===== src/rtl/cpu_config.svh =====
`ifndef CPU_CONFIG_SVH
`define CPU_CONFIG_SVH

//////////////////////////////////////////////////////////////////////
// core dimensions
//////////////////////////////////////////////////////////////////////

// data and instruction width
`define CPU_WORD_SIZE 16

// architectural registers
`define CPU_NUM_REGS 4

// bits needed to name one register
`define CPU_REG_IDX_W 2

`endif


===== src/rtl/isa_pkg.sv =====
`default_nettype none

`include "cpu_config.svh"

package isa_pkg;

   // machine word and register number
   typedef logic [`CPU_WORD_SIZE-1:0] word_t;
   typedef logic [`CPU_REG_IDX_W-1:0] reg_idx_t;

   // low byte immediate field
   typedef logic [7:0] imm8_t;

   //////////////////////////////////////////////////////////////////////
   // opcode and function code encodings
   //////////////////////////////////////////////////////////////////////

   typedef enum logic [3:0] {
      OP_ADI   = 4'd4,
      OP_ORI   = 4'd5,
      OP_LHI   = 4'd6,
      OP_RTYPE = 4'd15
   } opcode_t;

   // only meaningful when opcode is OP_RTYPE
   typedef enum logic [5:0] {
      FUNC_ADD = 6'd0,
      FUNC_SUB = 6'd1,
      FUNC_AND = 6'd2,
      FUNC_ORR = 6'd3,
      FUNC_NOT = 6'd4,
      FUNC_TCP = 6'd5,
      FUNC_SHL = 6'd6,
      FUNC_SHR = 6'd7,
      FUNC_WWD = 6'd28,
      FUNC_HLT = 6'd29
   } func_t;

   //////////////////////////////////////////////////////////////////////
   // field extraction
   //////////////////////////////////////////////////////////////////////

   function automatic opcode_t inst_opcode(word_t inst);
      return opcode_t'(inst[15:12]);
   endfunction

   function automatic func_t inst_func(word_t inst);
      return func_t'(inst[5:0]);
   endfunction

   // rs at 11:10, rt at 9:8, rd at 7:6
   function automatic reg_idx_t inst_rs(word_t inst);
      return inst[11:10];
   endfunction

   function automatic reg_idx_t inst_rt(word_t inst);
      return inst[9:8];
   endfunction

   function automatic reg_idx_t inst_rd(word_t inst);
      return inst[7:6];
   endfunction

   // overlaps rd and func
   function automatic imm8_t inst_imm8(word_t inst);
      return inst[7:0];
   endfunction

endpackage

`default_nettype wire


===== src/rtl/pipe_pkg.sv =====
`default_nettype none

package pipe_pkg;

   //////////////////////////////////////////////////////////////////////
   // execute stage controls
   //////////////////////////////////////////////////////////////////////

   // alu function, one per r-type arithmetic op
   typedef enum logic [3:0] {
      ALU_ADD = 4'd0,
      ALU_SUB = 4'd1,
      ALU_AND = 4'd2,
      ALU_OR  = 4'd3,
      ALU_NOT = 4'd4,
      ALU_TCP = 4'd5,
      ALU_SHL = 4'd6,
      ALU_SHR = 4'd7
   } alu_op_t;

   // second alu operand
   typedef enum logic {
      SRC_B_REG = 1'b0,
      SRC_B_IMM = 1'b1
   } alu_src_b_t;

   //////////////////////////////////////////////////////////////////////
   // writeback controls
   //////////////////////////////////////////////////////////////////////

   // imm_hi is the lhi path
   typedef enum logic {
      WB_ALU    = 1'b0,
      WB_IMM_HI = 1'b1
   } wb_src_t;

endpackage

`default_nettype wire


===== src/rtl/cpu_core.sv =====
`default_nettype none

module cpu_core
   import isa_pkg::*;
   import pipe_pkg::*;
(
   input  logic  clk,
   input  logic  reset_n,
   output logic  o_i_req,
   output word_t o_i_addr,
   input  logic  i_i_ack,
   input  word_t i_i_data,
   output logic  o_out_valid,
   output word_t o_out_data,
   output logic  o_halted
);

   // fetch to decode
   logic       if_valid;
   word_t      if_inst;

   // register file ports
   reg_idx_t   raddr1;
   reg_idx_t   raddr2;
   word_t      rdata1;
   word_t      rdata2;
   logic       wb_we;
   reg_idx_t   wb_waddr;
   word_t      wb_wdata;

   // ID/EX
   reg_idx_t   ex_rs;
   reg_idx_t   ex_rt;
   reg_idx_t   ex_dst;
   word_t      ex_a;
   word_t      ex_b;
   word_t      ex_imm;
   alu_op_t    ex_alu_op;
   alu_src_b_t ex_src_b;
   wb_src_t    ex_wb_src;
   logic       ex_we;
   logic       ex_wwd;
   logic       ex_halt;

   //////////////////////////////////////////////////////////////////////
   // stages
   //////////////////////////////////////////////////////////////////////

   fetch_unit u_fetch (
      .clk         (clk),
      .reset_n     (reset_n),
      .i_i_ack     (i_i_ack),
      .i_i_data    (i_i_data),
      .i_halt_seen (o_halted),
      .o_i_req     (o_i_req),
      .o_i_addr    (o_i_addr),
      .o_if_valid  (if_valid),
      .o_if_inst   (if_inst)
   );

   decode_unit u_decode (
      .clk        (clk),
      .reset_n    (reset_n),
      .i_if_valid (if_valid),
      .i_if_inst  (if_inst),
      .i_rdata1   (rdata1),
      .i_rdata2   (rdata2),
      .o_raddr1   (raddr1),
      .o_raddr2   (raddr2),
      .o_rs       (ex_rs),
      .o_rt       (ex_rt),
      .o_dst      (ex_dst),
      .o_a        (ex_a),
      .o_b        (ex_b),
      .o_imm      (ex_imm),
      .o_alu_op   (ex_alu_op),
      .o_src_b    (ex_src_b),
      .o_wb_src   (ex_wb_src),
      .o_we       (ex_we),
      .o_wwd      (ex_wwd),
      .o_halt     (ex_halt)
   );

   // written from the EX/WB register
   register_file u_rf (
      .clk      (clk),
      .reset_n  (reset_n),
      .i_raddr1 (raddr1),
      .i_raddr2 (raddr2),
      .i_we     (wb_we),
      .i_waddr  (wb_waddr),
      .i_wdata  (wb_wdata),
      .o_rdata1 (rdata1),
      .o_rdata2 (rdata2)
   );

   execute_unit u_execute (
      .clk         (clk),
      .reset_n     (reset_n),
      .i_rs        (ex_rs),
      .i_rt        (ex_rt),
      .i_dst       (ex_dst),
      .i_a         (ex_a),
      .i_b         (ex_b),
      .i_imm       (ex_imm),
      .i_alu_op    (ex_alu_op),
      .i_src_b     (ex_src_b),
      .i_wb_src    (ex_wb_src),
      .i_we        (ex_we),
      .i_wwd       (ex_wwd),
      .i_halt      (ex_halt),
      .o_we        (wb_we),
      .o_waddr     (wb_waddr),
      .o_wdata     (wb_wdata),
      .o_out_valid (o_out_valid),
      .o_out_data  (o_out_data),
      .o_halted    (o_halted)
   );

endmodule

`default_nettype wire


===== src/rtl/decode_unit.sv =====
`default_nettype none

module decode_unit
   import isa_pkg::*;
   import pipe_pkg::*;
(
   input  logic       clk,
   input  logic       reset_n,
   input  logic       i_if_valid,
   input  word_t      i_if_inst,
   input  word_t      i_rdata1,
   input  word_t      i_rdata2,
   output reg_idx_t   o_raddr1,
   output reg_idx_t   o_raddr2,
   output reg_idx_t   o_rs,
   output reg_idx_t   o_rt,
   output reg_idx_t   o_dst,
   output word_t      o_a,
   output word_t      o_b,
   output word_t      o_imm,
   output alu_op_t    o_alu_op,
   output alu_src_b_t o_src_b,
   output wb_src_t    o_wb_src,
   output logic       o_we,
   output logic       o_wwd,
   output logic       o_halt
);

   opcode_t    opcode;
   func_t      func;
   reg_idx_t   rs;
   reg_idx_t   rt;
   imm8_t      imm8;
   reg_idx_t   dst;
   word_t      imm;
   alu_op_t    alu_op;
   alu_src_b_t src_b;
   wb_src_t    wb_src;
   logic       we;
   logic       wwd;
   logic       halt;

   assign opcode = inst_opcode(i_if_inst);
   assign func   = inst_func(i_if_inst);
   assign rs     = inst_rs(i_if_inst);
   assign rt     = inst_rt(i_if_inst);
   assign imm8   = inst_imm8(i_if_inst);

   // rs and rt always read, whether used or not
   assign o_raddr1 = rs;
   assign o_raddr2 = rt;

   //////////////////////////////////////////////////////////////////////
   // control decode
   //////////////////////////////////////////////////////////////////////

   always_comb begin
      // defaults give a bubble
      alu_op = ALU_ADD;
      src_b  = SRC_B_REG;
      wb_src = WB_ALU;
      we     = 1'b0;
      wwd    = 1'b0;
      halt   = 1'b0;
      dst    = inst_rd(i_if_inst);
      // sign-extended
      imm    = word_t'(signed'(imm8));
      case (opcode)
         OP_RTYPE: begin
            we = 1'b1;
            case (func)
               FUNC_ADD: alu_op = ALU_ADD;
               FUNC_SUB: alu_op = ALU_SUB;
               FUNC_AND: alu_op = ALU_AND;
               FUNC_ORR: alu_op = ALU_OR;
               FUNC_NOT: alu_op = ALU_NOT;
               FUNC_TCP: alu_op = ALU_TCP;
               FUNC_SHL: alu_op = ALU_SHL;
               FUNC_SHR: alu_op = ALU_SHR;
               FUNC_WWD: begin
                  we  = 1'b0;
                  wwd = 1'b1;
               end
               FUNC_HLT: begin
                  we   = 1'b0;
                  halt = 1'b1;
               end
               default: we = 1'b0;
            endcase
         end
         OP_ADI: begin
            we    = 1'b1;
            dst   = rt;
            src_b = SRC_B_IMM;
         end
         OP_ORI: begin
            we     = 1'b1;
            dst    = rt;
            src_b  = SRC_B_IMM;
            alu_op = ALU_OR;
            imm    = word_t'(imm8);
         end
         OP_LHI: begin
            we     = 1'b1;
            dst    = rt;
            wb_src = WB_IMM_HI;
            imm    = word_t'(imm8);
         end
         default: ;
      endcase
   end

   //////////////////////////////////////////////////////////////////////
   // ID/EX register
   //////////////////////////////////////////////////////////////////////

   // controls, zeroed when no word arrived
   always_ff @(posedge clk) begin
      if (!reset_n || !i_if_valid) begin
         o_alu_op <= ALU_ADD;
         o_src_b  <= SRC_B_REG;
         o_wb_src <= WB_ALU;
         o_we     <= 1'b0;
         o_wwd    <= 1'b0;
         o_halt   <= 1'b0;
      end else begin
         o_alu_op <= alu_op;
         o_src_b  <= src_b;
         o_wb_src <= wb_src;
         o_we     <= we;
         o_wwd    <= wwd;
         o_halt   <= halt;
      end
   end

   // operands and indices
   always_ff @(posedge clk) begin
      o_rs  <= rs;
      o_rt  <= rt;
      o_dst <= dst;
      o_a   <= i_rdata1;
      o_b   <= i_rdata2;
      o_imm <= imm;
   end

   // a wwd writes the port, never a register
   a_we_wwd_excl : assert property (@(posedge clk) disable iff (!reset_n)
      !(o_we && o_wwd));

endmodule

`default_nettype wire


===== src/rtl/execute_unit.sv =====
`default_nettype none

module execute_unit
   import isa_pkg::*;
   import pipe_pkg::*;
(
   input  logic       clk,
   input  logic       reset_n,
   input  reg_idx_t   i_rs,
   input  reg_idx_t   i_rt,
   input  reg_idx_t   i_dst,
   input  word_t      i_a,
   input  word_t      i_b,
   input  word_t      i_imm,
   input  alu_op_t    i_alu_op,
   input  alu_src_b_t i_src_b,
   input  wb_src_t    i_wb_src,
   input  logic       i_we,
   input  logic       i_wwd,
   input  logic       i_halt,
   output logic       o_we,
   output reg_idx_t   o_waddr,
   output word_t      o_wdata,
   output logic       o_out_valid,
   output word_t      o_out_data,
   output logic       o_halted
);

   word_t   a_fwd;
   word_t   b_fwd;
   word_t   op_b;
   word_t   alu_result;
   word_t   lhi_value;
   word_t   alu_out_wb;
   word_t   imm_hi_wb;
   wb_src_t wb_src_wb;

   //////////////////////////////////////////////////////////////////////
   // forwarding from WB
   //////////////////////////////////////////////////////////////////////

   // distance one; distance two is covered by the rf write-through
   assign a_fwd = (o_we && (o_waddr == i_rs)) ? o_wdata : i_a;
   assign b_fwd = (o_we && (o_waddr == i_rt)) ? o_wdata : i_b;

   assign op_b = (i_src_b == SRC_B_IMM) ? i_imm : b_fwd;

   //////////////////////////////////////////////////////////////////////
   // alu
   //////////////////////////////////////////////////////////////////////

   always_comb begin
      case (i_alu_op)
         ALU_ADD: alu_result = a_fwd + op_b;
         ALU_SUB: alu_result = a_fwd - op_b;
         ALU_AND: alu_result = a_fwd & op_b;
         ALU_OR:  alu_result = a_fwd | op_b;
         ALU_NOT: alu_result = ~a_fwd;
         // two's complement negate
         ALU_TCP: alu_result = ~a_fwd + 1'b1;
         ALU_SHL: alu_result = a_fwd << 1;
         // arithmetic, sign bit kept
         ALU_SHR: alu_result = word_t'($signed(a_fwd) >>> 1);
         default: alu_result = '0;
      endcase
   end

   // lhi, immediate into the upper half
   assign lhi_value = i_imm << ($bits(word_t) / 2);

   //////////////////////////////////////////////////////////////////////
   // EX/WB register
   //////////////////////////////////////////////////////////////////////

   always_ff @(posedge clk) begin
      if (!reset_n) begin
         o_we        <= 1'b0;
         wb_src_wb   <= WB_ALU;
         o_out_valid <= 1'b0;
         o_out_data  <= '0;
         o_halted    <= 1'b0;
      end else begin
         o_we        <= i_we;
         wb_src_wb   <= i_wb_src;
         // output port pulse for wwd
         o_out_valid <= i_wwd;
         if (i_wwd) begin
            o_out_data <= a_fwd;
         end
         // sticky until reset
         if (i_halt) begin
            o_halted <= 1'b1;
         end
      end
   end

   always_ff @(posedge clk) begin
      o_waddr    <= i_dst;
      alu_out_wb <= alu_result;
      imm_hi_wb  <= lhi_value;
   end

   // writeback value, also the forwarding source
   assign o_wdata = (wb_src_wb == WB_IMM_HI) ? imm_hi_wb : alu_out_wb;

   // halt is only cleared by reset
   a_halt_sticky : assert property (@(posedge clk) disable iff (!reset_n)
      o_halted |=> o_halted);

endmodule

`default_nettype wire


===== src/rtl/fetch_unit.sv =====
`default_nettype none

module fetch_unit
   import isa_pkg::*;
(
   input  logic  clk,
   input  logic  reset_n,
   input  logic  i_i_ack,
   input  word_t i_i_data,
   input  logic  i_halt_seen,
   output logic  o_i_req,
   output word_t o_i_addr,
   output logic  o_if_valid,
   output word_t o_if_inst
);

   // idle only for the first cycle out of reset
   typedef enum logic [1:0] {
      F_IDLE,
      F_REQ,
      F_DROP,
      F_HALT
   } fetch_state_t;

   fetch_state_t state;
   word_t        pc;
   word_t        ir;
   logic         if_valid;
   logic         accept;
   logic         hlt_word;

   // word taken on the first ack seen while requesting
   assign accept = (state == F_REQ) && i_i_ack;

   // halt recognised straight off the bus
   assign hlt_word = (inst_opcode(i_i_data) == OP_RTYPE) &&
                     (inst_func(i_i_data) == FUNC_HLT);

   //////////////////////////////////////////////////////////////////////
   // four-phase handshake FSM
   //////////////////////////////////////////////////////////////////////

   always_ff @(posedge clk) begin
      if (!reset_n) begin
         state    <= F_IDLE;
         pc       <= '0;
         if_valid <= 1'b0;
      end else begin
         // valid is a single-cycle pulse
         if_valid <= accept;
         case (state)
            F_IDLE: begin
               state <= F_REQ;
            end
            F_REQ: begin
               if (i_i_ack) begin
                  pc    <= pc + 1'b1;
                  state <= hlt_word ? F_HALT : F_DROP;
               end
            end
            F_DROP: begin
               // wait for memory to release ack
               if (!i_i_ack) begin
                  state <= F_REQ;
               end
            end
            default: begin
               // halted until reset
               state <= F_HALT;
            end
         endcase
      end
   end

   // instruction register
   always_ff @(posedge clk) begin
      if (accept) begin
         ir <= i_i_data;
      end
   end

   assign o_i_req    = (state == F_REQ);
   assign o_i_addr   = pc;
   assign o_if_valid = if_valid;
   assign o_if_inst  = ir;

   // req held until the memory answers
   a_req_hold : assert property (@(posedge clk) disable iff (!reset_n)
      o_i_req && !i_i_ack |=> o_i_req);

   // address must not move under a pending request
   a_addr_stable : assert property (@(posedge clk) disable iff (!reset_n)
      o_i_req && !i_i_ack |=> $stable(o_i_addr));

   // once execute reports halt, fetch has already gone quiet
   a_no_req_halted : assert property (@(posedge clk) disable iff (!reset_n)
      i_halt_seen |-> !o_i_req);

endmodule

`default_nettype wire


===== src/rtl/register_file.sv =====
`default_nettype none

`include "cpu_config.svh"

module register_file
   import isa_pkg::*;
(
   input  logic     clk,
   input  logic     reset_n,
   input  reg_idx_t i_raddr1,
   input  reg_idx_t i_raddr2,
   input  logic     i_we,
   input  reg_idx_t i_waddr,
   input  word_t    i_wdata,
   output word_t    o_rdata1,
   output word_t    o_rdata2
);

   word_t regs [`CPU_NUM_REGS];

   always_ff @(posedge clk) begin
      if (!reset_n) begin
         for (int i = 0; i < `CPU_NUM_REGS; i++) begin
            regs[i] <= '0;
         end
      end else if (i_we) begin
         regs[i_waddr] <= i_wdata;
      end
   end

   // write-through, a read of the slot being written sees new data
   assign o_rdata1 = (i_we && (i_waddr == i_raddr1)) ? i_wdata : regs[i_raddr1];
   assign o_rdata2 = (i_we && (i_waddr == i_raddr2)) ? i_wdata : regs[i_raddr2];

endmodule

`default_nettype wire


===== config.mk =====
export PLATFORM = sky130hd
export DESIGN_NAME = cpu_core
export DESIGN_NICKNAME = d
export VERILOG_FILES = /design/src/rtl/isa_pkg.sv /design/src/rtl/pipe_pkg.sv /design/src/rtl/cpu_core.sv /design/src/rtl/decode_unit.sv /design/src/rtl/execute_unit.sv /design/src/rtl/fetch_unit.sv /design/src/rtl/register_file.sv
export VERILOG_INCLUDE_DIRS = /design/src /design/src/rtl
export SDC_FILE = /design/constraint.sdc
export NUM_CORES = 1
export LEC_CHECK = 0
export BUFFER_PORTS_ARGS = -buffer_cell sky130_fd_sc_hd__buf_4
export CORE_MARGIN = 2
export CORE_UTILIZATION = 55
export DETAILED_ROUTE_END_ITERATION = 10
export HOLD_SLACK_MARGIN = 0.12
export PLACE_DENSITY_LB_ADDON = 0.25
export SLEW_MARGIN = 20
export SYNTH_ARGS = -nofsm -noshare
export SYNTH_HDL_FRONTEND = slang
export SYNTH_SLANG_ARGS = --single-unit

===== constraint.sdc =====
create_clock -name clk -period 4.7 [get_ports clk]
set_clock_uncertainty 0.05 [all_clocks]
set_input_delay 0.235 -clock clk [delete_from_list [all_inputs] [get_ports clk]]
set_output_delay 0.235 -clock clk [all_outputs]
set_load 0.02 [all_outputs]

# Word level (Yosys, flattened, before mapping)
# Memories as Yosys holds them, arrays and structs flattened. A register that Yosys moved wholly into a read port is not among the register bits.
# Cells that the tools add are included.
word_totals:
  regBits: 137
  ramBits: 64
  inputBits: 19
  output_inout_bits: 35
  wordCells: 113
  memories: 1
op_classes:
  addsub: 4
  eq_ne: 30
  mux: 29
  bitwise_logic: 4
  n_reduce_logical: 20
memory_table:
  columns: ["memory", "words", "word_bits", "read_ports", "rd_clocked_by_memory_dff", "wr", "line", "rtl"]
  rows:
  - ["u_rf.regs", 4, 16, 2, 2, 4, "register_file.sv:19", "word_t regs [`CPU_NUM_REGS];"]
op_table:
  columns: ["operator", "n"]
  rows:
  - ["16-bit one-hot mux with 8 select lines", 1]
  - ["16-bit two-way mux", 7]
  - ["16-bit by 1-bit adder with 16-bit output, second input constant", 2]
  - ["4-bit by 3-bit == test with 1-bit output, second input constant", 7]
  - ["6-bit by 3-bit == test with 1-bit output, second input constant", 4]
  - ["3-bit one-hot mux with 7 select lines", 1]
  - ["6-bit by 5-bit == test with 1-bit output, second input constant", 3]
  - ["16-bit adder", 1]
  - ["16-bit bitwise AND", 1]
  - ["16-bit NOT", 1]
  - ["16-bit OR", 1]
  - ["16-bit OR reduction", 1]
  - ["16-bit subtractor", 1]
  - ["6-bit by 2-bit == test with 1-bit output, second input constant", 2]
  - ["2-bit two-way mux", 6]
  - ["1-bit two-way mux", 11]
  - ["2-bit == test", 4]
  - ["4-bit by 2-bit == test with 1-bit output, second input constant", 2]
  - ["4-bit == test, second input constant", 2]
  - ["4-bit one-hot mux with 2 select lines", 1]
  - ["8-bit OR reduction", 1]
  - ["6-bit by 1-bit == test with 1-bit output, second input constant", 1]
  - ["1-bit logical AND", 6]
  - ["6-bit zero test", 1]
  - ["15 further kinds", 19]

# Longest topological paths before layout
# Gate-level depths: netlist (run 1).
logic_depth:
  depth_word: 6
  depth_mapped: 19
  mapped_depth_nobuf: 17

# Cells and area by module
# Synthesis (run 1) repeated with hierarchy kept, for this count alone.
hier_totals:
  cells_unflattened: 967
  hier_area_um2: 10710.3
modules_own_cells:
  columns: ["module", "instances", "cells_each", "area_each_um2"]
  rows:
  - ["execute_unit", 1, 522, 4165.2]
  - ["register_file", 1, 227, 3786.1]
  - ["decode_unit", 1, 100, 1390.1]
  - ["fetch_unit", 1, 118, 1368.8]

# Least setup slack after synthesis (run 1)
# No wires, ideal clock.
synth_timing:
  path_kind: "reg2reg"
  startpoint: "reg u_execute.o_waddr[0]"
  endpoint: "reg u_execute.alu_out_wb[11]"
  arrival_ns: 3.951
  t_required_ns: 4.591
  slack_ns: 0.641
  stages_incl_launch_ff: 18
  period_less_slack_ns: 4.059
  cell_sequence: "dfxtp_1 buf_6 xnor2_1 buf_2 nand4_1 a31oi_1 inv_1 ha_1 a21oi_1 ha_1 nor2b_1 o31a_1 o31ai_1 a21o_1 o21ai_0 or4b_2 nand3_1 a22o_1"
synth_via:
  elab_chain_len: 6
synth_rtl:
  columns: ["item", "line", "rtl"]
  rows:
  - ["from (decl)", "execute_unit.sv:22", "output reg_idx_t o_waddr,"]
  - ["from (signal assigned)", "execute_unit.sv:98", "o_waddr <= i_dst;"]
  - ["2-bit == test, on equally long branches", "execute_unit.sv:44, execute_unit.sv:43", null]
  - ["1-bit logical AND, on equally long branches", "execute_unit.sv:44, execute_unit.sv:43", null]
  - ["16-bit two-way mux, on equally long branches", "execute_unit.sv:44, execute_unit.sv:43", null]
  - ["16-bit two-way mux / 16-bit NOT (equally long branches)", "execute_unit.sv:46, execute_unit.sv:58, execute_unit.sv:60", null]
  - ["16-bit subtractor (tied with other cells)", "execute_unit.sv:55", "ALU_SUB: alu_result = a_fwd - op_b;"]
  - ["16-bit one-hot mux with 8 select lines *", "execute_unit.sv:53", "case (i_alu_op)"]
  - ["net u_execute.alu_result[11]", "execute_unit.sv:32", "word_t alu_result;"]
  - ["to (signal assigned)", "execute_unit.sv:99", "alu_out_wb <= alu_result;"]
  - ["to (decl)", "execute_unit.sv:34", "word_t alu_out_wb;"]
# Mark *: on every way through the listed nets, which the timed path passes. The rest lies on a longest branch.
# A chain may end at the register's enable or synchronous reset.

# Final worst setup path (run 1)
layout_timing:
  startpoint: "reg u_decode.o_rt[0]"
  endpoint: "reg u_execute.alu_out_wb[11]"
layout_via:
  elab_chain_len: 6
layout_rtl:
  columns: ["item", "line", "rtl"]
  rows:
  - ["from (decl)", "decode_unit.sv:16", "output reg_idx_t o_rt,"]
  - ["from (signal assigned)", "decode_unit.sv:139", "o_rt <= rt;"]
  - ["2-bit == test *", "execute_unit.sv:44", "assign b_fwd = (o_we && (o_waddr == i_rt)) ? o_wdata : i_b;"]
  - ["1-bit logical AND *", "execute_unit.sv:44", null]
  - ["16-bit two-way mux *", "execute_unit.sv:44", null]
  - ["16-bit two-way mux *", "execute_unit.sv:46", "assign op_b = (i_src_b == SRC_B_IMM) ? i_imm : b_fwd;"]
  - ["16-bit subtractor (tied with other cells)", "execute_unit.sv:55", null]
  - ["16-bit one-hot mux with 8 select lines *", "execute_unit.sv:53", null]
  - ["net u_execute.alu_result[11]", "execute_unit.sv:32", null]
# Marked as above.

==> impl_metrics.toml, run 1 <==
[global_routing]
track_usage_pct = 25.6
antenna_found_initial = 0
grt_overflow = 0
grt_pass1_wl_um = 40400
grt_max_degree = 60
grt_pass1_vias = 7679

[sta]
setup_slack_ns = 0.317
clock.fmax_mhz = 228
fin_crit_sh_pct = 93.3
rsz0062_at_grt = "false"
hold_violations = 0
relSlewSlack_pct = 34.8
setup_viol_count_final = 0
drv_slew = 0
setup_tns_ns = 0
period_minus_slack_ns = 4.38
tightest_slew_ns = 0.977

[flow_run]
max_cap_violations = 0

[synthesis]
synthTopCellsByArea = "dfxtp_1 (24%), edfxtp_1 (23%), mux4_2 (7.5%)"
synth_top_area_share_pct = 23.6
synth-seq-cells = 204
synthesis.nets = 1058
syn_area_per_cell_um2 = 10.3
syn_area_mm2 = 0.0105
yosysSeqAreaShare_pct = 46.5
synth_flop_cell = "dfxtp_1"
synthArstFlopShare_pct = 0
synth_cell_types = 82
synth_top_area_cell = "dfxtp_1"
synth_warnings = 0
synth_edf_count = 80
post_synth_inst_count = 1018

[clock_network]
cts.path.max_buffers = 3
path_clk_slew_ns = 0.06
cts_buffers = 22
post_cts_buffers = 0
insertion_delay_ns = 0.51
cts-root-buf = "clkbuf_16"
cts_tree = "yes"
cts.sinks = 204
htreeDepth = 1

[finish]
final_nets = 1113
fillers = 1485
final_core_util_pct = 64.5
drive_above_1_share_pct = 17.3
area_growth_pct = 14.8
antenna_cells = 0
fin_area_mm2 = 0.0121

[setup_path]
crit_chain = "xor2_2, or4_1, a31oi_1, nor3_1, nor2_1, xnor2_1, ha_1, o21a_1, o31a_1, o31ai_1, a21o_1, o21ai_0, or4b_2, nand3_1, a22o_1"
crit_fanout = 10
cp-startpoint = "u_decode.o_rt[0]"
critical_path.max_stage_delay_ns = 0.63
crit_type = "flop to flop"
endpoint_kind = "flop"
cp_slowest_cell = "or4b_2"
worstPathArrival_ns = 4.78
critical_path_required_ns = 5.10
r2r-start = "u_decode.o_rt[0]"
critPathLaunchType = "flop"

[drt]
vias = 7925
remaining_drc_errors = 0
firstDrtPassIters = 5
drt_iter0_markers = 637
vias_per_cell = 5.99
wl_per_cell_um = 19.2
wirelength_um = 25500
detail-route-antenna-nets = 0

[floorplan]
io_pins = 54
die_x_um = 142
die-height_um = 142
die_area_mm2 = 0.0202
core_area_mm2 = 0.0187
std_cell_rows = 50
initial_core_util_pct = 56.2

[power]
leakage_nw = 4.73
cellPowerDensity_mw_per_mm2 = 402
ir_drop_mv = 0.365

[min_path]
hold_class = "input port to flop"
hold_start = "reset_n"

[place]
portBuffers = 53
hpwl_um = 17200
place_ws_ns = 0.328
place_area_mm2 = 0.0111
gp_congestion = 0.926

[outcome]
status = "finished clean"
## registers in the layout, summed over array words and instances, names as in the netlist, 2 cells and up, named ones only
register,count
u_rf.regs,64
u_decode.o_rs,2
u_fetch.o_i_addr,16
u_fetch.o_if_inst,16
u_decode.o_a,16
u_execute.imm_hi_wb,8
u_decode.o_b,16
u_fetch.state,2
u_decode.o_alu_op,3
u_execute.alu_out_wb,16
u_decode.o_dst,2
u_execute.o_out_data,16
u_execute.o_waddr,2
u_decode.o_rt,2
u_decode.o_imm,9
## cell families (layout without fill, tap and decap cells)
kind of cell / count (synthesis) / after routing / share of synthesized area, %
xor gates and xnor gates: 61 / 61 / 5.23
AOI/OAI and AO/OA: 209 / 209 / 13.1
DFF: 204 / 204 / 46.5
adders and majority gates: 30 / 30 / 3.43
buffers and inverters: 90 / 161 / 3.64
and+or+nand+nor: 349 / 349 / 16.3
muxes: 75 / 75 / 11.8
## worst max-delay path, delay by kind of cell, from the launching register on
| kind | cells | cell delay (ns) |
|---|---|---|
| compound gates | 7 | 1.66 |
| simple gates | 5 | 1.60 |
| fa+ha+maj | 1 | 0.35 |
| flops | 1 | 0.34 |
| xor+xnor | 2 | 0.33 |
## layer usage
metal / track usage (%) / routed length, µm / up-vias
met5: 0 / 0 / -
met4: 7.47 / 547 / 0
met3: 2.99 / 1280 / 45
met2: 45.2 / 13000 / 251
met1: 33.3 / 10700 / 3834
li1: - / - / 3795
## power by group
part           leakage, nW  switching, mW  internal, mW  total [mW]
combinational         2.53          0.574         0.399       0.973
clock                0.365          0.689          1.13        1.81
sequential            1.84         0.0851          1.97        2.06
## timing repair
action / 4_1_cts / 5_1_grt
hold endpoints to repair: 22 / 0
setup endpoints to repair: 0 / 4
hold buffers: 17 / 0
resized for setup: 0 / 1
## metrics by stage
step | hold WS (ns) | instances | total power, mW
4_1_cts | 0.141 | 1323 | 4.87
3_3_place_gp | 0.261 | 1266 | 3.03
5_1_grt | 0.160 | 1323 | 5.05
3_5_place_dp | 0.262 | 1266 | 3.04
2_1_floorplan | 0.260 | 1018 | 2.75
6_report | 0.158 | 1323 | 4.85
## worst paths after layout
check / end / slack, ns / cells past startpoint
max: u_execute.alu_out_wb[11] / 0.32 / 15
max reg2reg: u_execute.alu_out_wb[11] / 0.32 / 15
min reg2reg: u_execute.o_waddr[0] / 0.27 / 0
min: u_execute.o_halted / 0.16 / 2
## area by class of cell
type                       instances  area (µm²)  area share, %
tap                              234         293           2.43
clock buffer                      34         616           5.10
multi-input combinational        724        5260           43.6
inverter                          23        86.3          0.715
clock inverter                     6         145           1.20
timing repair buffer              98         778           6.45
sequential                       204        4890           40.5
## layout by cell type (no fill, tap or decap), types with 6 or more instances in the layout
cell	instances
o21ai_0	61
mux4_2	35
nand2b_1	13
nand4_1	8
a31oi_1	19
maj3_1	9
nand3_1	16
a21oi_1	29
edfxtp_1	80
o31ai_1	12
a211oi_1	7
clkbuf_1	10
mux2_2	6
o211ai_1	7
o211a_1	8
mux2i_1	27
xor2_1	19
nor3_1	11
xnor2_1	39
dlygate4sd3_1	17
a22oi_1	7
nand2_1	97
dfxtp_1	123
a21boi_0	6
nor2_1	115
nor2b_1	21
ha_1	20
o21a_1	13
clkbuf_16	22
and2_1	21
inv_1	20
and3_1	6
buf_4	81
a21o_1	8
## Yosys cell counts (5+ instances only)
| cell type | number |
|---|---|
| a21oi_1 | 29 |
| mux4_2 | 35 |
| a21boi_0 | 6 |
| maj3_1 | 9 |
| o21a_1 | 13 |
| nor2b_1 | 21 |
| inv_1 | 20 |
| a22oi_1 | 7 |
| clkbuf_1 | 49 |
| o211a_1 | 8 |
| or3_1 | 5 |
| ha_1 | 20 |
| buf_1 | 6 |
| o21ai_0 | 61 |
| nor3_1 | 11 |
| a21o_1 | 8 |
| o221ai_1 | 5 |
| mux2_2 | 6 |
| xor2_1 | 20 |
| buf_2 | 6 |
| and3_1 | 6 |
| nand2b_1 | 13 |
| nand3_1 | 18 |
| nand4_1 | 8 |
| nand2_1 | 97 |
| mux2i_1 | 27 |
| edfxtp_1 | 80 |
| nor2_1 | 116 |
| and2_1 | 21 |
| o31ai_1 | 12 |
| dfxtp_1 | 124 |
| a211oi_1 | 7 |
| nor4_1 | 5 |
| o211ai_1 | 7 |
| xnor2_1 | 39 |
| a31oi_1 | 19 |
No activity file was read; power rests on OpenSTA's default activity.
==> run 2, diff against run 1 <==
--- a/config.mk
+++ b/config.mk
@@ -8,7 +8,7 @@
 export LEC_CHECK = 0
 export BUFFER_PORTS_ARGS = -buffer_cell sky130_fd_sc_hd__buf_4
 export CORE_MARGIN = 2
-export CORE_UTILIZATION = 55
+export CORE_UTILIZATION = 45
 export DETAILED_ROUTE_END_ITERATION = 10
 export HOLD_SLACK_MARGIN = 0.12
 export PLACE_DENSITY_LB_ADDON = 0.25
==> constraint.sdc (replaced) <==
create_clock -name clk -period 4.19 [get_ports clk]
set_clock_uncertainty 0.05 [all_clocks]
set_input_delay 0.2095 -clock clk [delete_from_list [all_inputs] [get_ports clk]]
set_output_delay 0.2095 -clock clk [all_outputs]
set_load 0.02 [all_outputs]
==> run 2 against run 1 <==
  * Combinational power up 17%
  * Critical path depth down 1
  * Via count up 0.48%
  * Setup slack worse by 0.11 ns
  * First-iteration DRC count down 32%
  * Final cell count up 8.2%
  * Non-clock buffer count up 28
  * Total power up 15%
  * Die area up 22%
  * Maximum frequency up 10%
  * Final area up 3.8%
==> impl_metrics.toml, run 2 (synthesis results as in run 1) <==
[outcome]
status = "finished clean"

[drt]
detail-route-antenna-nets = 0
wirelength_um = 26000
route.met2.wl_um = 12600
firstDrtPassIters = 5
vias_per_cell = 5.56
wl_per_cell_um = 18.2
met3_length_um = 1030
remaining_drc_errors = 0
wl_met1_um = 11600
drt_iter0_markers = 430
vias = 7963
top_layer_used = "met4"

[setup_path]
worstPathArrival_ns = 4.37
crit_type = "flop to flop"
critPathLaunchType = "flop"
critical_path.max_stage_delay_ns = 0.62
reg2reg_to = "u_execute.alu_out_wb[11]"
crit_chain = "xor2_2, or4_1, a31o_2, ha_1, a21oi_2, ha_1, nor2b_1, o31a_1, o31ai_4, a21o_1, o21ai_1, or4b_2, nand3_1, a22o_1"
r2r_slack_ns = 0.21
r2r.worst_path.cells = 14
cp_slowest_cell = "or4b_2"
critical_path_required_ns = 4.58
crit_fanout = 3
crit_top_cell = "ha_1"
endpoint_kind = "flop"
r2r-start = "u_decode.o_rt[0]"

[sta]
setup_tns_ns = 0
whs_ns = 0.137
setup_viol_count_final = 0
clock.fmax_mhz = 251
drv_slew = 0
tightest_slew_ns = 0.927
hold_violations = 0
relSlewSlack_pct = 38.1
fin_crit_sh_pct = 95.0
rsz0062_at_grt = "false"
period_minus_slack_ns = 3.98

[clock_network]
htreeDepth = 1
path_clk_slew_ns = 0.06
cts.sinks = 204
cts_buffers = 23
cts-root-buf = "clkbuf_16"
insertion_delay_ns = 0.51
cts_tree = "yes"
cts.path.max_buffers = 3

[global_routing]
track_usage_pct = 21.2
grt_pass1_vias = 7787
antenna_found_initial = 0
grt_overflow = 0
grt_max_degree = 60
grt_pass1_wl_um = 40800

[finish]
final_common_cell = "dfxtp_1"
drive_above_1_share_pct = 21.4
antenna_cells = 0
largest_reg_flops = 64
top_register = "u_rf.regs"
area_growth_pct = 19.2
final_nets = 1142
most-common-layout-cells = "dfxtp_1 (120), nor2_1 (115), buf_4 (109)"

[power]
leakage_nw = 4.90
ir_drop_mv = 0.337
cellPowerDensity_mw_per_mm2 = 443

[min_path]
hold_end = "u_execute.o_halted"
hold_class = "input port to flop"
hold_path_depth = 2
hold_start = "reset_n"

[floorplan]
die_area_mm2 = 0.0246
core_area_mm2 = 0.0228
std_cell_rows = 55
die_x_um = 157
initial_core_util_pct = 46.1
die-height_um = 157
io_pins = 54

[place]
hpwl_um = 18000
portBuffers = 53
gp_congestion = 0.884

[flow_run]
max_cap_violations = 0
## run 2: layer usage
metal,track usage [%],vias to the layer above
li1,-,3856
met4,6.90,0
met3,2.63,46
met1,28.2,3884
met2,35.8,177
met5,0,-
## run 2: worst max-delay path: cells and delay by family, from the launching register on
kind	cells	cell delay (ns)
fa+ha+maj	2	0.56
simple gates	4	1.33
xor+xnor	1	0.19
compound gates	7	1.43
flops	1	0.34
## run 2: worst max-delay path by stage
| stage | start | end | depth (start not counted) |
|---|---|---|---|
| floorplan | u_execute.o_waddr[0] | u_execute.alu_out_wb[11] | 17 |
| global placement | u_decode.o_rt[0] | u_execute.alu_out_wb[11] | 14 |
| detailed placement | u_execute.o_waddr[0] | u_execute.alu_out_wb[11] | 17 |
| CTS | u_execute.o_waddr[0] | u_execute.alu_out_wb[11] | 17 |
| global route | u_decode.o_rt[0] | u_execute.alu_out_wb[14] | 15 |
| finish | u_decode.o_rt[0] | u_execute.alu_out_wb[11] | 14 |
## run 2: cell type report
class / count / area (µm²)
tap: 313 / 392
clock buffer: 32 / 724
clock inverter: 10 / 82.6
fill: 2020 / 10200
multi-input combinational: 724 / 5370
sequential: 204 / 4890
inverter: 23 / 86.3
timing repair buffer: 126 / 988
## run 2: report_power, final
| group | leakage (nW) | switching, mW | internal [mW] |
|---|---|---|---|
| sequential | 1.84 | 0.122 | 2.21 |
| combinational | 2.67 | 0.643 | 0.495 |
| clock | 0.395 | 0.805 | 1.27 |
| total | 4.90 | 1.57 | 3.98 |
## run 2: repair_timing
action                                 4_1_cts  5_1_grt
setup buffers                                0        1
setup endpoints to repair                    0        9
hold buffers                                17        0
gates resized for setup                      0       22
endpoints found under the hold margin       22        0
## run 2: stage by stage
step	utilization (%)	instance area (µm²)	total power, mW	std cells	worst slack [ns]
2_1_floorplan	-	10500	3.09	1018	0.131
3_3_place_gp	50.1	11400	3.44	1372	0.182
3_5_place_dp	50.1	11400	3.45	1372	0.0770
4_1_cts	54.4	12400	5.55	1431	0.00292
5_1_grt	55.0	12500	5.80	1432	0.0235
6_report	55.0	12500	5.55	1432	0.209
==> run 3, diff against run 2 <==
--- a/config.mk
+++ b/config.mk
@@ -6,9 +6,11 @@
 export SDC_FILE = /design/constraint.sdc
 export NUM_CORES = 1
 export LEC_CHECK = 0
+export ABC_AREA = 1
 export BUFFER_PORTS_ARGS = -buffer_cell sky130_fd_sc_hd__buf_4
 export CORE_MARGIN = 2
 export CORE_UTILIZATION = 45
+export CTS_BUF_LIST = sky130_fd_sc_hd__clkbuf_8
 export DETAILED_ROUTE_END_ITERATION = 10
 export HOLD_SLACK_MARGIN = 0.12
 export PLACE_DENSITY_LB_ADDON = 0.25
==> run 3 against run 2 <==
  * Core utilization down 1.6 points
  * First-iteration DRC count rose to 2.5 times the previous value
  * Worst hold slack improved by 0.14 ns
  * Synthesized cell count increased by 30%
  * Flip-flop and latch count did not move
  * Final cell count up 20%
  * Global-route usage is 3.9 points higher
  * Sequential power hardly changed
  * Clock-buffer cell count rose by 12
  * Final area shrank 3.4%
  * Die area down 1.2%
==> impl_metrics.toml, run 3 <==
[outcome]
status = "finished clean"

[min_path]
hold_class = "flop to flop"
hold_start = "u_decode.o_dst[1]"
hold_end = "u_execute.o_waddr[1]"
hold_path_depth = 0

[finish]
antenna_cells = 0
instances_no_fill = 1719
fillers = 2108
seqCellArea_mm2 = 0.00489
most-common-layout-cells = "nand2_1 (233), inv_1 (157), nor2_1 (157)"
final_core_util_pct = 53.5
final_common_cell = "nand2_1"
area_growth_pct = 16.6
top_register = "u_rf.regs"
largest_reg_flops = 64
final_nets = 1448
fin_area_mm2 = 0.0121
multiInputGateArea_mm2 = 0.00470
drive_above_1_share_pct = 13.2

[setup_path]
cp_slowest_cell = "dfxtp_1"
r2r_slack_ns = 0.38
worstPathArrival_ns = 4.16
critical_path.max_stage_delay_ns = 0.40
endpoint_kind = "flop"
r2r.worst_path.cells = 25
r2r-start = "u_execute.o_waddr[1]"
crit_type = "flop to flop"
critical_path_required_ns = 4.55
reg2reg_to = "u_execute.alu_out_wb[13]"
crit_fanout = 11
critPathLaunchType = "flop"

[place]
gp_congestion = 0.984
place_area_mm2 = 0.0111
portBuffers = 53
dp_cells = 1636
hpwl_um = 20600
place_ws_ns = 0.199

[drt]
detail-route-antenna-nets = 0
wl_per_cell_um = 17.5
drt_iter0_markers = 1076
remaining_drc_errors = 0
firstDrtPassIters = 6
vias_per_cell = 5.63
vias = 9685
wirelength_um = 30000

[sta]
setup_viol_count_final = 0
period_minus_slack_ns = 3.81
hold_violations = 0
fin_crit_sh_pct = 90.9
setup_tns_ns = 0
tightest_slew_ns = 1.00
whs_ns = 0.277
drv_slew = 0
setup_slack_ns = 0.383
relSlewSlack_pct = 32.9
clock.fmax_mhz = 263
rsz0062_at_grt = "false"

[global_routing]
grt_pass1_vias = 9241
grt_overflow = 0
grt_max_degree = 47
antenna_found_initial = 0
grt_pass1_wl_um = 48000
track_usage_pct = 25.1

[power]
switching_share_pct = 32.3
clockPowerShare_pct = 34.5
leakage_nw = 5.29
finalPower_mw = 5.49
sequentialPowerShare_pct = 42.2
cellPowerDensity_mw_per_mm2 = 454
ir_drop_mv = 0.296
pwr-share-comb_pct = 23.3
switching_power_mw = 1.77
cellInternalPower_mw = 3.72

[clock_network]
cts-root-buf = "clkbuf_8"
cts.sinks = 204
insertion_delay_ns = 0.53
htreeDepth = 2
cts_buffers = 36
cts.path.max_buffers = 3
path_clk_slew_ns = 0.07
cts_tree = "yes"

[synthesis]
syn_area_per_cell_um2 = 7.86
synth_cell_types = 53
synth.top_cells.by_count = "nand2_1 (233), nor2_1 (158), o21ai_0 (152)"
yosysMostFrequentCell = "nand2_1"
yosysSeqAreaShare_pct = 47.1
synth-seq-cells = 204
synthArstFlopShare_pct = 0
syn_area_mm2 = 0.0104
synth_flop_cell = "dfxtp_1"
synth_warnings = 0
synthTopCellsByArea = "dfxtp_1 (24%), edfxtp_1 (23%), nand2_1 (8.4%)"
synthesis.nets = 1360
synth_top_area_share_pct = 23.9
synth_edf_count = 80
synth_top_area_cell = "dfxtp_1"
post_synth_inst_count = 1320

[flow_run]
max_cap_violations = 0

[floorplan]
die_x_um = 156
die-height_um = 156
initial_core_util_pct = 45.8
core_area_mm2 = 0.0226
std_cell_rows = 55
io_pins = 54
die_area_mm2 = 0.0243
run 3: cell count changes after synthesis, moves of 33 or more:
cell | previous run | this run
inv_1 | 20 | 145
xnor2_1 | 39 | 6
nand2_1 | 97 | 233
nor2_1 | 116 | 158
a21oi_1 | 29 | 70
o21ai_0 | 61 | 152
nand3_1 | 18 | 66
mux4_2 | 35 | 0
run 3: critical path, delay by kind of cell (launching register included):
kind                       cells  cell delay [ns]
adders and majority gates      2             0.54
DFF                            1             0.40
and+or+nand+nor               16             1.75
buffers and inverters          4             0.40
AOI/OAI and AO/OA              2             0.43
xor gates and xnor gates       1             0.13
run 3: logic make-up after synthesis:
kind of cell / after synthesis / share of synthesized area, %
XOR/XNOR: 19 / 1.60
AO/OA/AOI/OAI: 336 / 18.9
AND/OR/NAND/NOR: 524 / 21.4
multiplexers: 4 / 0.434
adder cells (fa/ha/maj): 21 / 2.60
flip-flops: 204 / 47.1
buffers and inverters: 212 / 7.97
run 3: layer usage:
layer	wire length [µm]	track usage, %	up-vias
met3	2140	4.78	61
met2	14200	42.2	405
met5	0	0	-
met1	13000	32.7	4570
met4	737	8.30	0
li1	-	-	4649
run 3: what timing repair did:
action,in CTS,in global routing
setup buffers,0,1
hold endpoints to repair,37,0
endpoints found under the setup margin,0,5
hold buffers,18,0
gates resized for setup,0,8
run 3: cell type report:
type                            instances  area share (%)
Clock inverter                         20            1.17
Tap cell                              285            2.95
Multi-Input combinational cell        904            38.8
Clock buffer                           44            5.00
Inverter                              161            5.01
Sequential cell                       204            40.4
Timing Repair Buffer                  101            6.64
run 3: worst max path at each step:
| stage | startpoint | end | slack, ns |
|---|---|---|---|
| 3_3_place_gp | u_execute.o_waddr[1] | u_execute.alu_out_wb[13] | 0.34 |
| 6_report | u_execute.o_waddr[1] | u_execute.alu_out_wb[13] | 0.38 |
| 3_5_place_dp | u_execute.o_waddr[1] | u_execute.alu_out_wb[13] | 0.20 |
| 2_1_floorplan | u_execute.o_waddr[1] | u_execute.alu_out_wb[13] | 0.81 |
| 5_1_grt | u_execute.o_waddr[1] | u_execute.alu_out_wb[13] | 0.003 |
| 4_1_cts | u_execute.o_waddr[1] | u_execute.alu_out_wb[13] | 0.16 |
run 3: power groups by stage:
stage                     clock [mW]  sequential [mW]  combinational [mW]
after floorplan                    0             2.31               0.844
after global placement             0             2.36                1.23
after detailed placement           0             2.36                1.23
after CTS                       1.92             2.32                1.25
after global routing            2.02             2.33                1.42
final                           1.89             2.32                1.28
